## src/verilog/switch_pkg.sv

```systemverilog
package switch_pkg;

    localparam int NUM_PORTS  = 4;
    localparam int NUM_SLOTS  = 16;
    localparam int SLOT_WORDS = 16;   // also the longest packet.
    localparam int DATA_W     = 16;

    // free-slot count at or below which almost_full is raised.
    localparam int ALMOST_FULL_LEVEL = 4;

    // descriptor queue per destination.
    localparam int FIFO_DEPTH = 4;
    localparam int FIFO_AW    = $clog2(FIFO_DEPTH);

    localparam int SLOT_CNT_W = $clog2(NUM_SLOTS + 1);

    typedef logic [$clog2(NUM_PORTS)-1:0]  port_t;
    typedef logic [$clog2(NUM_SLOTS)-1:0]  slot_t;
    typedef logic [$clog2(SLOT_WORDS)-1:0] len_t;   // word count minus one.
    typedef logic [SLOT_CNT_W-1:0]         cnt_t;

    // flat word address into the shared buffer.
    typedef logic [$bits(slot_t)+$bits(len_t)-1:0] word_addr_t;

    typedef struct packed {
        slot_t slot;
        len_t  len;
    } desc_t;

endpackage
```

## src/verilog/desc_fifo.sv

```systemverilog
`timescale 1ns/1ps

module desc_fifo (
    input  logic              clk,
    input  logic              rst_n,
    input  logic              push,
    input  switch_pkg::desc_t push_desc,
    input  logic              pop,
    output logic              empty,
    output switch_pkg::desc_t head
);

    switch_pkg::desc_t mem [switch_pkg::FIFO_DEPTH];

    // one extra bit tells full from empty.
    logic [switch_pkg::FIFO_AW:0] wr_ptr;
    logic [switch_pkg::FIFO_AW:0] rd_ptr;

    always_ff @(posedge clk) begin
        if (!rst_n) begin
            wr_ptr <= '0;
            rd_ptr <= '0;
        end else begin
            if (push) begin
                wr_ptr <= wr_ptr + 1'b1;
            end
            if (pop && !empty) begin
                rd_ptr <= rd_ptr + 1'b1;
            end
        end
    end

    always_ff @(posedge clk) begin
        if (push) begin
            mem[wr_ptr[switch_pkg::FIFO_AW-1:0]] <= push_desc;
        end
    end

    assign empty = (wr_ptr == rd_ptr);
    assign head  = mem[rd_ptr[switch_pkg::FIFO_AW-1:0]];   // fall-through.

endmodule

```

## src/verilog/queue_manager.sv

```systemverilog
`timescale 1ns/1ps

module queue_manager (
    input  logic                                         clk,
    input  logic                                         rst_n,
    input  logic [switch_pkg::NUM_PORTS-1:0]             desc_vld,
    input  switch_pkg::desc_t [switch_pkg::NUM_PORTS-1:0] desc,
    input  switch_pkg::port_t [switch_pkg::NUM_PORTS-1:0] desc_dest,
    input  logic [switch_pkg::NUM_PORTS-1:0]             q_pop,
    output logic [switch_pkg::NUM_PORTS-1:0]             q_empty,
    output switch_pkg::desc_t [switch_pkg::NUM_PORTS-1:0] q_head
);

    logic [switch_pkg::NUM_PORTS-1:0]              pend_vld;
    switch_pkg::desc_t [switch_pkg::NUM_PORTS-1:0] pend_desc;
    switch_pkg::port_t [switch_pkg::NUM_PORTS-1:0] pend_dest;
    switch_pkg::port_t                             rr_q;   // ingress served this cycle.
    logic [switch_pkg::NUM_PORTS-1:0]              push;

    always_ff @(posedge clk) begin
        if (!rst_n) begin
            pend_vld <= '0;
            rr_q     <= '0;
        end else begin
            rr_q <= rr_q + 1'b1;
            for (int p = 0; p < switch_pkg::NUM_PORTS; p++) begin
                if (desc_vld[p]) begin
                    pend_vld[p] <= 1'b1;
                end else if (rr_q == switch_pkg::port_t'(p)) begin
                    pend_vld[p] <= 1'b0;
                end
            end
        end
    end

    always_ff @(posedge clk) begin
        for (int p = 0; p < switch_pkg::NUM_PORTS; p++) begin
            if (desc_vld[p]) begin
                pend_desc[p] <= desc[p];
                pend_dest[p] <= desc_dest[p];
            end
        end
    end

    for (genvar d = 0; d < switch_pkg::NUM_PORTS; d++) begin : g_dest
        assign push[d] = pend_vld[rr_q] && (pend_dest[rr_q] == switch_pkg::port_t'(d));

        desc_fifo fifo_i (
            .clk       (clk),
            .rst_n     (rst_n),
            .push      (push[d]),
            .push_desc (pend_desc[rr_q]),
            .pop       (q_pop[d]),
            .empty     (q_empty[d]),
            .head      (q_head[d])
        );
    end

endmodule

```

## config.mk

```make
export PLATFORM = sky130hd
export DESIGN_NAME = queue_manager
export DESIGN_NICKNAME = d
export VERILOG_FILES = /design/src/verilog/switch_pkg.sv /design/src/verilog/desc_fifo.sv /design/src/verilog/queue_manager.sv
export SDC_FILE = /design/constraint.sdc
export NUM_CORES = 1
export LEC_CHECK = 0
export BUFFER_PORTS_ARGS = -buffer_cell sky130_fd_sc_hd__clkbuf_2
export CORE_MARGIN = 1.5
export CORE_UTILIZATION = 63
export DETAILED_ROUTE_END_ITERATION = 8
export HOLD_SLACK_MARGIN = 0.08
export PLACE_DENSITY = 0.92
export SLEW_MARGIN = 15
export SYNTH_ARGS = -nofsm -noshare
export SYNTH_HDL_FRONTEND = slang
export SYNTH_SLANG_ARGS = --single-unit
```

## constraint.sdc

```tcl
create_clock -name clk -period 6.27 [get_ports clk]
set_input_delay 0 -clock clk [delete_from_list [all_inputs] [get_ports clk]]
set_output_delay 0 -clock clk [all_outputs]
set_load 0.05 [all_outputs]
```

After elaboration in Yosys (flattened, before gate mapping):

Memories as Yosys holds them, arrays and structs flattened. A register that Yosys moved wholly into a read port is not among the register bits.
Index checks and enable logic that the tools add are counted.

* bits in registers: 70
* bits in writable memories: 128
* input bits: 50
* output and inout port bits: 36
* logic and storage cells: 97
* memories kept: 4

Memories
* g_dest[0].fifo_i.mem: depth 4, bits a word 8, read ports 1, clocked after memory_dff 1, wr ports 1, RTL line desc_fifo.sv:13 `switch_pkg::desc_t mem [switch_pkg::FIFO_DEPTH];`
* g_dest[1].fifo_i.mem: depth 4, bits a word 8, read ports 1, clocked after memory_dff 1, wr ports 1, RTL line desc_fifo.sv:13
* g_dest[2].fifo_i.mem: depth 4, bits a word 8, read ports 1, clocked after memory_dff 1, wr ports 1, RTL line desc_fifo.sv:13
* g_dest[3].fifo_i.mem: depth 4, bits a word 8, read ports 1, clocked after memory_dff 1, wr ports 1, RTL line desc_fifo.sv:13

* add/sub/neg operators: 9
* order comparisons: 1
* equal/unequal tests: 10
* multiplexer cells: 30
* reduce and logical (&&, ||, !) cells: 18

Operator list (count)
* $add A3 B1 Y3 const B: 8
* $mux W2: 9
* $mux W1: 17
* $bmux W8 S2: 1
* $eq A3 B3 Y1: 4
* $eq A2 B2 Y1 const B: 4
* $logic_and A1 B1 Y1: 8
* $mux W8: 1
* $reduce_bool A2 Y1: 4
* $bmux W2 S2: 1
* $eq A2 B1 Y1 const B: 2
* $logic_not A1 Y1: 4
* $logic_not A2 Y1: 2
* $lt A2 B3 Y1 const B: 1
* $add A2 B1 Y2 const B: 1
* $bmux W1 S2: 1

Depth between registers and ports, before layout:

Gate-level depths: netlist (run 1).

* depth in word-level cells: 6
* depth in mapped cells: 6
* depth with buffers taken out: 4

Hierarchy:

A second synthesis (run 1) with hierarchy kept.

* cells, all modules: 455
* area, all modules: 8214.1 um^2

By module, submodules not included
* desc_fifo: instances 4, cells each 94, area each 1617.8 um^2, seq. area each 1121.1 um^2
* queue_manager: instances 1, cells each 79, area each 1742.9 um^2, seq. area each 1321.3 um^2

Worst setup path before layout (run 1):

OpenSTA, ideal clock, no wires.

* kind: register to register
* from: reg rr_q[0]
* to: mem g_dest[0].fifo_i.mem[3][0] (netlist name) (enable)
* library setup time: 335 ps
* arrival: 1657 ps
* required time: 5935 ps
* slack: 4279 ps
* stages on the path, launching flop included: 4
* buffers on the path: 0
* clock period less this slack: 1991 ps
* cells stage by stage: dfxtp_1 mux4_2 nor3b_4 and2_1

* longest elaborated chain between the ends: 6
* elaborated cells between the ends (all ways): 8
* classes of those cells: mux (6); reduce/logical (2)

RTL lines
* start, declared: RTL line queue_manager.sv:17 `switch_pkg::port_t rr_q;`
* start signal, assigned: RTL line queue_manager.sv:25 `rr_q <= rr_q + 1'b1;`
* $bmux W2 S2: RTL line queue_manager.sv:46 `assign push[d] = pend_vld[rr_q] && (pend_dest[rr_q] == switch_pkg::port_t'(d));`
* $mux W2 (implied by the code): RTL line queue_manager.sv:46
* $logic_not A2 Y1: RTL line queue_manager.sv:46
* $logic_and A1 B1 Y1 *: RTL line queue_manager.sv:46
* $mux W1 *: RTL line desc_fifo.sv:34 `if (push) begin`
* $mux W1 (implied by the code) *: RTL line desc_fifo.sv:35 `mem[wr_ptr[switch_pkg::FIFO_AW-1:0]] <= push_desc;`
* end, declared: RTL line desc_fifo.sv:13

Every way passes the cells marked *; elsewhere a longest branch is shown, timed or not. The select of a mux whose other input is x is not followed.

Worst setup path after layout (run 1):

* from: reg rr_q[0]
* to: mem g_dest[1].fifo_i.mem[1][2] (netlist name) (enable)

* longest elaborated chain between the ends: 6
* elaborated cells between the ends (all ways): 8
* classes of those cells: eq/ne (1); mux (6); reduce/logical (1)

RTL lines (RTL line)
* $bmux W2 S2: queue_manager.sv:46
* $mux W2 (implied by the code): queue_manager.sv:46
* $eq A2 B1 Y1: queue_manager.sv:46
* $logic_and A1 B1 Y1 *: queue_manager.sv:46
* $mux W1 *: desc_fifo.sv:34
* $mux W1 (implied by the code) *: desc_fifo.sv:35
* end, declared: desc_fifo.sv:13

Marks and branches as above.

==> qor.csv, run 1 <==
stage,metric,value,unit
synthesis,Async SR Flop Fraction,0,
setup_path,r2r setup slk,3.47,ns
global_routing,first-pass GRT wire length,25.5,mm
setup_path,"Data arrival, critical path",2.93,ns
clocking,TritonCTS Buffers,21,
floorplanning,Starting Density,0.641,
route,DR iter-0 viols,323,
placement,Port Buffers,85,
clocking,htree depth,1,
min_path,hold path start,desc[19],
setup_path,RR Startpoint,rr_q[0],
clocking,CTS tree,yes,
global_routing,gr usage total,0.262,
finish,Nets,627,
sta,Final Max Tran Viols,0,
sta,Final Hold Viols,0,
setup_path,Worst Path Required,6.41,ns
sta,Tmin final,2.80,ns
route,final wirelength,16.7,mm
sta,worst slew pin tran,0.881,ns
synthesis,YS warnings,0,
placement,post-DP HPWL,9.66,mm
status,status,"finished, final reports clean",
setup_path,Worst R2R Path Depth,3,
clocking,Clock Path Buffers,3,
synthesis,Synth Instances,418,
pwr,Cell Pwr Density,340,mW/mm²
pwr,VDD IR max,0.276,mV
synthesis,"EDFF count, synth",168,
placement,GP Congestion,0.805,
synthesis,synthesized cell area,0.00802,mm²
setup_path,"Slowest-stage cell, CP",dfxtp_1,
synthesis,"Seq/Total Area, Yosys",0.724,
finish,filler instances,646,
sta,setup tns final,0,ns
sta,Slew HR,0.412,
clocking,postcts setup bufs,0,
route,WL/cell,22.5,µm
global_routing,largest net degree at the start of global routing,43,
route,DR DRC count,0,
clocking,post_cts resized,0,
clocking,Clock Pin Slew Worst Setup and Hold Paths,0.06,ns
finish,Multi-input gate area,0.00207,mm²
finish,"commonest non-fill, non-tap cell in the layout",edfxtp_1,
finish,final core occ,0.780,
setup_path,Worst R2R End,g_dest[1].fifo_i.mem[1][2],
setup_path,crit-path max FO,15,
setup_path,cell-by-cell trace of the critical path,mux4_2 -> and3b_1 -> and2_1,
clocking,clock root cell,clkbuf_16,
floorplanning,chip width,116,µm
synthesis,syn_nets,492,
setup_path,CP startpoint kind,flip-flop,
finish,"Area growth, synth to finish",21.8,%
finish,Register Area,0.00581,mm²
setup_path,CP Launch Point,rr_q[0],
finish,cell area after layout,0.00977,mm²
finish,# diodes,0,
finish,layout cell share with drive strength beyond 1,0.295,
sta,hold_ws,0.232,ns
run,number of max-cap violations,0,
synthesis,"Avg Cell Area, Syn",19.2,µm²
sta,clk_skew,0.00857,ns
setup_path,critical path endpoint category,flip-flop,
min_path,Hold Crit Class,in2reg,
floorplanning,num rows,41,
sta,final setup vio count,0,
sta,RSZ-0062 raised after global routing,false,
finish,most frequent cells in the layout,"edfxtp_1 (168), clkbuf_2 (85), dlygate4sd3_1 (48)",
floorplanning,Chip Height,116,µm
setup_path,Critical Path Max Stage Delay,0.90,ns
floorplanning,core box area,0.0125,mm²
sta,Tcrit/Tclk final,0.446,
global_routing,vias in the first global route,4589,
global_routing,grt total ovfl,0,
clocking,cts hold-fix bufs,48,
min_path,Hold Path Stages,2,
global_routing,initial antenna violation count,0,
route,Antenna Nets Post-Route,0,
sta,Fmax achieved,0.358,GHz
route,mean number of vias per cell,5.76,
min_path,WHS Endpoint,pend_desc[19],
placement,placed inst area,0.00856,mm²
clocking,# clock sinks,206,
synthesis,Synth Register Bits,206,
route,routed vias,4253,
synthesis,Synth Flop Type,edfxtp_1,
pwr,P_leak,3.57,nW
floorplanning,Die Area,0.0134,mm²
synthesis,Yosys cell types,27,
clocking,Worst-Skew Late Latency,0.48,ns
route,first-pass iteration count of the detailed router,5,
floorplanning,Ports,86,
setup_path,critical path class,reg2reg,
==> critical path: cells and delay by family, from the launching register on <==
family | cells | cell delay [ns]
mux | 1 | 0.66
flops | 1 | 0.90
simple gates | 2 | 0.89
==> cell usage after synthesis, types with 5 or more instances <==
library cell / count / area share
nor2b_1: 9 / 0.0070
xor2_1: 12 / 0.013
buf_4: 6 / 0.0056
ha_1: 24 / 0.037
edfxtp_1: 168 / 0.63
inv_1: 10 / 0.0047
and2_1: 30 / 0.023
nand2_1: 8 / 0.0037
o21ai_0: 5 / 0.0031
mux4_2: 43 / 0.12
xnor2_1: 12 / 0.013
clkbuf_1: 8 / 0.0037
dfxtp_1: 38 / 0.095
==> report_power, final <==
group	internal (mW)	switching [mW]	leakage (nW)
combinational	0.147	0.268	1.36
clock	0.790	0.504	0.355
sequential	1.57	0.0483	1.85
==> flip-flops by register name (all words and copies together), names as in the netlist, named ones only <==
| register | cells |
|---|---|
| g_dest.fifo_i.mem | 128 |
| g_dest.fifo_i.rd_ptr | 12 |
| g_dest.fifo_i.wr_ptr | 12 |
| pend_desc | 32 |
| pend_dest | 8 |
| pend_vld | 4 |
| rr_q | 2 |
==> layer usage <==
metal  vias to the layer above  track usage  wire (µm)
met1                      2128        0.329       6270
met3                        34       0.0424        997
met4                         0       0.0724        388
met5                         -            0          0
li1                       1885            -          -
met2                       206        0.476       9010
==> cells by family after synthesis <==
kind of cell    after synthesis  share of synthesized area
mux                          47                      0.126
simple gates                 66                     0.0521
buf+inv                      31                     0.0178
compound gates               20                     0.0168
fa+ha+maj                    24                     0.0374
xor+xnor                     24                     0.0262
flops                       206                      0.724
==> worst max path at each step <==
stage / endpoint / slack [ns]
global placement: g_dest[2].fifo_i.mem[0][5] / 3.62
finish: g_dest[1].fifo_i.mem[1][2] / 3.47
floorplan: g_dest[0].fifo_i.mem[3][0] / 4.28
global route: g_dest[1].fifo_i.mem[1][2] / 3.25
detailed placement: g_dest[2].fifo_i.mem[1][4] / 3.49
CTS: g_dest[1].fifo_i.mem[1][2] / 3.44
==> final cells by class <==
type,instances,area share
clock buffers,27,0.0602
clock inverters,10,0.0145
inverters,10,0.00384
multi-input cells,181,0.212
flip-flops and latches,206,0.594
well taps,172,0.0220
repair buffers,133,0.0928
==> metrics by stage <==
stage | instances | total power, mW | setup slack [ns]
final | 739 | 3.32 | 3.47
after global routing | 739 | 3.42 | 3.25
after CTS | 739 | 3.33 | 3.44
after detailed placement | 654 | 2.03 | 3.49
after global placement | 654 | 2.01 | 3.62
after floorplan | 418 | 1.92 | 4.28
Power figures use the tool's default switching activity.
==> run 2: changes to the inputs <==
--- a/config.mk
+++ b/config.mk
@@ -7,10 +7,10 @@
 export LEC_CHECK = 0
 export BUFFER_PORTS_ARGS = -buffer_cell sky130_fd_sc_hd__clkbuf_2
 export CORE_MARGIN = 1.5
-export CORE_UTILIZATION = 63
+export CORE_UTILIZATION = 58
 export DETAILED_ROUTE_END_ITERATION = 8
 export HOLD_SLACK_MARGIN = 0.08
-export PLACE_DENSITY = 0.92
+export PLACE_DENSITY = 0.86
 export SLEW_MARGIN = 15
 export SYNTH_ARGS = -nofsm -noshare
 export SYNTH_HDL_FRONTEND = slang
==> constraint.sdc (replaced) <==
create_clock -name clk -period 2.6 [get_ports clk]
set_input_delay 0 -clock clk [delete_from_list [all_inputs] [get_ports clk]]
set_output_delay 0 -clock clk [all_outputs]
set_load 0.05 [all_outputs]
==> run 2 against run 1 <==
Effect of this change:
- maximum frequency rose by 28%
- global-route usage fell by 3.5 points
- final area fell by 0.65%
- critical path depth did not move
- critical endpoint is now g_dest[1].fifo_i.mem[0][0]
- critical path type unchanged
- clock skew increased by 0.0023 ns
==> qor.csv, run 2 (synthesis results as in run 1) <==
stage,metric,value,unit,change
min_path,Hold Crit Class,in2reg,,unchanged
clocking,clock root cell,clkbuf_16,,unchanged
status,status,"finished, final reports clean",,unchanged
clocking,htree depth,1,,unchanged
global_routing,first-pass GRT wire length,24.8,mm,was 25.5 mm
route,Antenna Nets Post-Route,0,,unchanged
global_routing,grt total ovfl,0,,unchanged
setup_path,Worst Path Buf+Inv,0,,unchanged
setup_path,cell-by-cell trace of the critical path,mux4_2 -> and3b_1 -> and2_1,,unchanged
sta,Tcrit/Tclk final,0.843,,was 0.446
setup_path,critical path endpoint category,flip-flop,,unchanged
global_routing,vias in the first global route,4549,,was 4589
setup_path,critical path class,reg2reg,,unchanged
route,routed vias,4104,,was 4253
sta,clk_skew,0.0108,ns,was 0.00857 ns
sta,Tmin final,2.19,ns,was 2.80 ns
pwr,VDD IR max,0.658,mV,was 0.276 mV
placement,Port Buffers,85,,unchanged
sta,worst slew pin tran,0.735,ns,was 0.881 ns
clocking,Clock Pin Slew Worst Setup and Hold Paths,0.06,ns,about the same
finish,most frequent cells in the layout,"edfxtp_1 (168), clkbuf_2 (85), dlygate4sd3_1 (48)",,unchanged
setup_path,Critical Path Max Stage Delay,0.59,ns,was 0.90 ns
sta,final setup vio count,0,,unchanged
route,first-pass iteration count of the detailed router,5,,unchanged
pwr,Tot Pwr,7.72,mW,was 3.32 mW
finish,Nets,629,,was 627
sta,RSZ-0062 raised after global routing,false,,unchanged
finish,"commonest non-fill, non-tap cell in the layout",edfxtp_1,,unchanged
clocking,Worst-Skew Late Latency,0.49,ns,was 0.48 ns
clocking,# clock sinks,206,,unchanged
clocking,TritonCTS Buffers,21,,unchanged
run,number of max-cap violations,0,,unchanged
route,final wirelength,15.8,mm,was 16.7 mm
sta,Final Hold Viols,0,,unchanged
pwr,Cell Pwr Density,796,mW/mm²,was 340 mW/mm²
finish,# diodes,0,,unchanged
floorplanning,Die Area,0.0145,mm²,was 0.0134 mm²
route,DR DRC count,0,,unchanged
clocking,postcts setup bufs,0,,unchanged
route,WL/cell,21.2,µm,was 22.5 µm
route,mean number of vias per cell,5.51,,was 5.76
pwr,P_leak,3.54,nW,was 3.57 nW
floorplanning,core box area,0.0133,mm²,was 0.0125 mm²
global_routing,initial antenna violation count,0,,unchanged
sta,Fmax achieved,0.456,GHz,was 0.358 GHz
setup_path,crit-path max FO,8,,was 15
setup_path,"Data arrival, critical path",2.32,ns,was 2.93 ns
route,DR iter-0 viols,310,,was 323
global_routing,largest net degree at the start of global routing,43,,unchanged
floorplanning,chip width,121,µm,was 116 µm
placement,GP Congestion,0.772,,was 0.805
sta,hold_ws,0.232,ns,about the same
clocking,CTS tree,yes,,unchanged
floorplanning,Starting Density,0.601,,was 0.641
finish,max FFs per register,128,,unchanged
floorplanning,num rows,42,,was 41
finish,"Area growth, synth to finish",21.0,%,was 21.8%
clocking,Clock Path Buffers,3,,unchanged
global_routing,gr usage total,0.227,,was 0.262
floorplanning,Chip Height,121,µm,was 116 µm
setup_path,"Slowest-stage cell, CP",mux4_2,,was dfxtp_1
setup_path,CP startpoint kind,flip-flop,,unchanged
setup_path,Worst Path Required,2.73,ns,was 6.41 ns
floorplanning,Ports,86,,unchanged
placement,post-DP HPWL,9.30,mm,was 9.66 mm
sta,setup tns final,0,ns,unchanged
finish,layout cell share with drive strength beyond 1,0.285,,was 0.295
sta,Slew HR,0.510,,was 0.412
sta,Final Max Tran Viols,0,,unchanged
setup_path,Top delay family on crit path,simple AND/OR/NAND/NOR gates,,was flip-flops
[run 2: worst register-to-register path, delay by kind of cell, from the launching register on]
family | cells | cell delay (ns)
simple gates | 2 | 0.85
flops | 1 | 0.39
mux | 1 | 0.59
[run 2: final timing paths]
path | startpoint | endpoint | slack (ns) | depth (start not counted)
worst max-delay path | rr_q[0] | g_dest[1].fifo_i.mem[0][0] | 0.41 | 3
worst min-delay path | desc[10] | pend_desc[10] | 0.23 | 2
worst max register to register | rr_q[0] | g_dest[1].fifo_i.mem[0][0] | 0.41 | 3
worst min register to register | g_dest[3].fifo_i.wr_ptr[2] | g_dest[3].fifo_i.wr_ptr[2] | 0.49 | 2
[run 2: layout make-up]
class                           count  area [µm²]
Clock buffer                       32         597
Clock inverter                      5        48.8
Fill cell                         776        3650
Inverter                           10        37.5
Multi-Input combinational cell    181        2070
Sequential cell                   206        5810
Tap cell                          176         220
Timing Repair Buffer              135         921
[run 2: routing by layer]
| layer | vias to the layer above | wire length, µm | GRT usage |
|---|---|---|---|
| met5 | - | 0 | 0 |
| met4 | 0 | 443 | 0.0640 |
| met3 | 40 | 766 | 0.0368 |
| met2 | 131 | 8330 | 0.408 |
| met1 | 2050 | 6260 | 0.288 |
| li1 | 1883 | - | - |
[run 2: through the flow]
stage          std cells  cell area, µm²   util  setup WS, ns
3_3_place_gp         660            8580  0.642         0.480
2_1_floorplan        418            8020      -         0.609
6_report             745            9700  0.727         0.408
3_5_place_dp         660            8580  0.642         0.416
5_1_grt              745            9700  0.727         0.292
4_1_cts              745            9700  0.727         0.384
[run 2: repair_timing]
item,in CTS,in global routing
endpoints found under the hold margin,103,0
gates resized for setup,0,0
hold buffers,48,0
setup endpoints to repair,0,0
[run 2: report_power, final]
part,internal (mW),switching [mW]
registers,3.78,0.0991
clock network,1.67,1.16
logic,0.356,0.653
total,5.81,1.91
==> run 3: changes to the inputs <==
--- a/config.mk
+++ b/config.mk
@@ -5,12 +5,13 @@
 export SDC_FILE = /design/constraint.sdc
 export NUM_CORES = 1
 export LEC_CHECK = 0
+export ABC_AREA = 1
 export BUFFER_PORTS_ARGS = -buffer_cell sky130_fd_sc_hd__clkbuf_2
 export CORE_MARGIN = 1.5
-export CORE_UTILIZATION = 58
+export CORE_UTILIZATION = 53
 export DETAILED_ROUTE_END_ITERATION = 8
 export HOLD_SLACK_MARGIN = 0.08
-export PLACE_DENSITY = 0.86
+export PLACE_DENSITY = 0.83
 export SLEW_MARGIN = 15
 export SYNTH_ARGS = -nofsm -noshare
 export SYNTH_HDL_FRONTEND = slang
==> constraint.sdc (replaced) <==
create_clock -name clk -period 1.8 [get_ports clk]
set_input_delay 0 -clock clk [delete_from_list [all_inputs] [get_ports clk]]
set_output_delay 0 -clock clk [all_outputs]
set_load 0.05 [all_outputs]
==> run 3 against run 2 <==
Effect of this change:
- combinational power grew to 4.0 times the previous value
- first-iteration DRC count is 61% higher
- final area is 9.6% higher
- clock skew is 0.0027 ns lower
- sequential power is 50% higher
- utilization is 3.0 points lower
==> qor.csv, run 3 <==
stage,metric,value,unit,change
status,status,"finished, final reports clean",,unchanged
placement,placed cell count,1002,,was 660
floorplanning,num rows,45,,was 42
synthesis,"Seq/Total Area, Yosys",0.700,,was 0.724
pwr,Sw Ratio,0.335,,was 0.248
setup_path,crit-path max FO,14,,was 8
global_routing,first-pass GRT wire length,29.5,mm,was 24.8 mm
floorplanning,Starting Density,0.543,,was 0.601
synthesis,"EDFF count, synth",168,,unchanged
min_path,Hold Crit Class,in2reg,,unchanged
run,number of max-cap violations,0,,unchanged
finish,layout cell share with drive strength beyond 1,0.225,,was 0.285
synthesis,Synth top cells by count,"edfxtp_1 (168), nor2_1 (140), o21ai_0 (84)",,"was edfxtp_1 (168), mux4_2 (43), dfxtp_1 (38)"
placement,post-DP HPWL,11.0,mm,was 9.30 mm
global_routing,vias in the first global route,5996,,was 4549
sta,hold_ws,0.221,ns,was 0.232 ns
placement,GP Congestion,0.852,,was 0.772
sta,Slew HR,0.746,,was 0.510
finish,Nets,952,,was 629
global_routing,largest net degree at the start of global routing,21,,was 43
pwr,Tot Pwr,14.8,mW,was 7.72 mW
placement,pre-CTS setup slack,0.00838,ns,was 0.416 ns
finish,Non-Filler Instances,1105,,was 745
global_routing,M2 GR Usage,0.430,,was 0.408
synthesis,Synth Flop Type,edfxtp_1,,unchanged
synthesis,Synth top area share,0.608,,was 0.629
pwr,VDD IR max,0.828,mV,was 0.658 mV
sta,Tcrit/Tclk final,0.976,,
setup_path,critical path class,reg2out,,was reg2reg
sta,final setup vio count,0,,unchanged
sta,worst slew pin tran,0.379,ns,was 0.735 ns
finish,"commonest non-fill, non-tap cell in the layout",edfxtp_1,,unchanged
clocking,CTS tree,yes,,unchanged
route,DR DRC count,0,,unchanged
clocking,Clock Path Buffers,3,,unchanged
pwr,Comb power frac,0.271,,was 0.131
clocking,htree depth,1,,unchanged
global_routing,met3 Use GR,0.0401,,was 0.0368
floorplanning,core box area,0.0153,mm²,was 0.0133 mm²
placement,placed inst area,0.00911,mm²,was 0.00858 mm²
pwr,Cell Pwr Density,1390,mW/mm²,was 796 mW/mm²
placement,Port Buffers,85,,unchanged
synthesis,syn_nets,768,,was 492
global_routing,grt peak-use layer,met2,,unchanged
route,first-pass iteration count of the detailed router,5,,unchanged
global_routing,initial antenna violation count,0,,unchanged
synthesis,Synth Register Bits,206,,unchanged
setup_path,Worst Path Required,1.80,ns,was 2.73 ns
route,final wirelength,19.2,mm,was 15.8 mm
pwr,P_leak,4.19,nW,was 3.54 nW
route,routed vias,5905,,was 4104
pwr,Clock Power Share,0.337,,was 0.367
route,DR iter-0 viols,498,,was 310
global_routing,met1 Use GR,0.273,,was 0.288
floorplanning,Ports,86,,unchanged
sta,clk_skew,0.00816,ns,was 0.0108 ns
finish,cell area after layout,0.0106,mm²,was 0.00970 mm²
floorplanning,Die Area,0.0164,mm²,was 0.0145 mm²
setup_path,CP startpoint kind,flip-flop,,unchanged
finish,most frequent cells in the layout,"edfxtp_1 (168), nor2_1 (138), o21ai_0 (83)",,"was edfxtp_1 (168), clkbuf_2 (85), dlygate4sd3_1 (48)"
floorplanning,Chip Height,128,µm,was 121 µm
sta,Fmax achieved,0.569,GHz,
global_routing,gr usage total,0.235,,was 0.227
sta,final setup margin,0.0425,ns,was 0.408 ns
floorplanning,chip width,128,µm,was 121 µm
setup_path,critical path endpoint category,primary output,,was flip-flop
clocking,Worst-Skew Late Latency,0.50,ns,was 0.49 ns
finish,# diodes,0,,unchanged
clocking,Clock Pin Slew Worst Setup and Hold Paths,0.07,ns,was 0.06 ns
sta,Tmin final,1.76,ns,
synthesis,"Avg Cell Area, Syn",11.9,µm²,was 19.2 µm²
clocking,TritonCTS Buffers,22,,was 21
synthesis,YS warnings,0,,unchanged
finish,"Area growth, synth to finish",28.3,%,was 21.0%
synthesis,synthesized cell area,0.00829,mm²,was 0.00802 mm²
synthesis,Synth Instances,694,,was 418
synthesis,Yosys top cell by area,edfxtp_1,,unchanged
pwr,internal power,9.86,mW,was 5.81 mW
synthesis,Synth area leaders,"edfxtp_1 (61%), dfxtp_1 (9.2%), nor2_1 (6.3%)",,"was edfxtp_1 (63%), mux4_2 (12%), dfxtp_1 (9.5%)"
clocking,clock root cell,clkbuf_16,,unchanged
sta,Final Hold Viols,0,,unchanged
synthesis,Yosys cell types,27,,unchanged
synthesis,Async SR Flop Fraction,0,,unchanged
setup_path,"Data arrival, critical path",1.76,ns,was 2.32 ns
pwr,sequential group share of total power,0.393,,was 0.502
route,mean number of vias per cell,5.34,,was 5.51
synthesis,dominant cell by count in the synthesized netlist,edfxtp_1,,unchanged
clocking,# clock sinks,206,,unchanged
sta,Final Max Tran Viols,0,,unchanged
route,WL/cell,17.4,µm,was 21.2 µm
finish,max FFs per register,128,,unchanged
pwr,Psw,4.96,mW,was 1.91 mW
route,Antenna Nets Post-Route,0,,unchanged
global_routing,grt total ovfl,0,,unchanged
## run 3: changes by cell type after synthesis, moves of 8 or more
cell / delta
nor2_1: +140
o21ai_0: +79
nand2_1: +58
mux4_2: -43
o22ai_1: +40
inv_1: +39
and2_1: -30
nand3_1: +14
a21oi_1: +9
nor2b_1: -9
nand2_2: +8
xor2_1: -8
## run 3: path summary, 6_finish.rpt
check        cells after the start                  startpoint                    endpoint  slack, ns
max                              4                   flip-flop                  q_head[23]       0.04
min                              2                    desc[25]               pend_desc[25]       0.22
max reg2reg                      9                     rr_q[0]  g_dest[3].fifo_i.mem[2][4]       0.07
min reg2reg                      2  g_dest[1].fifo_i.wr_ptr[2]  g_dest[1].fifo_i.wr_ptr[2]       0.52
## run 3: logic make-up after synthesis
logic type / after synthesis / synth area share
buffers and inverters: 73 / 0.0394
flip-flops: 206 / 0.700
AND/OR/NAND/NOR: 242 / 0.121
AO/OA/AOI/OAI: 133 / 0.0863
adder cells (fa/ha/maj): 24 / 0.0362
XOR/XNOR: 16 / 0.0169
## run 3: power groups by stage
stage	logic [mW]	clock network [mW]	registers, mW
final	4.01	4.99	5.82
after global routing	4.29	5.23	5.86
after CTS	3.87	5.04	5.79
after detailed placement	3.69	0	5.87
after global placement	3.62	0	5.86
after floorplan	2.78	0	5.82
## run 3: critical path, cell delays in order, from the launching register on
cell	delay [ns]
dfxtp_2	0.42
buf_6	0.18
o21ai_0	0.13
o22ai_1	0.22
buf_2	0.30
## run 3: cell type report
class | count | area (µm²)
multi-input combinational | 415 | 2190
fill | 1030 | 4620
timing repair inverter | 3 | 20.0
sequential | 206 | 5810
timing repair buffer | 178 | 1320
inverter | 52 | 215
clock buffer | 24 | 579
tap | 211 | 264
clock inverter | 16 | 236
## run 3: through the flow
stage / utilization / TNS [ns]
after CTS: 0.690 / 0
after global placement: 0.597 / 0
after detailed placement: 0.597 / 0
after global routing: 0.697 / -0.338
after floorplan: - / 0
final: 0.697 / 0
## run 3: repair_timing
| item | in CTS | in global routing |
|---|---|---|
| resized for setup | 6 | 52 |
| buffers inserted | 4 | 3 |
| hold endpoints to repair | 118 | 0 |
| gates cloned | 1 | 2 |
| pin swaps | 0 | 3 |
| hold buffers | 53 | 0 |
| setup endpoints to repair | 10 | 128 |
## run 3: per-layer routing
layer,share of wire,wire length [µm]
met1,0.37,7160
met2,0.53,10100
met3,0.070,1340
met4,0.029,563
met5,0,0
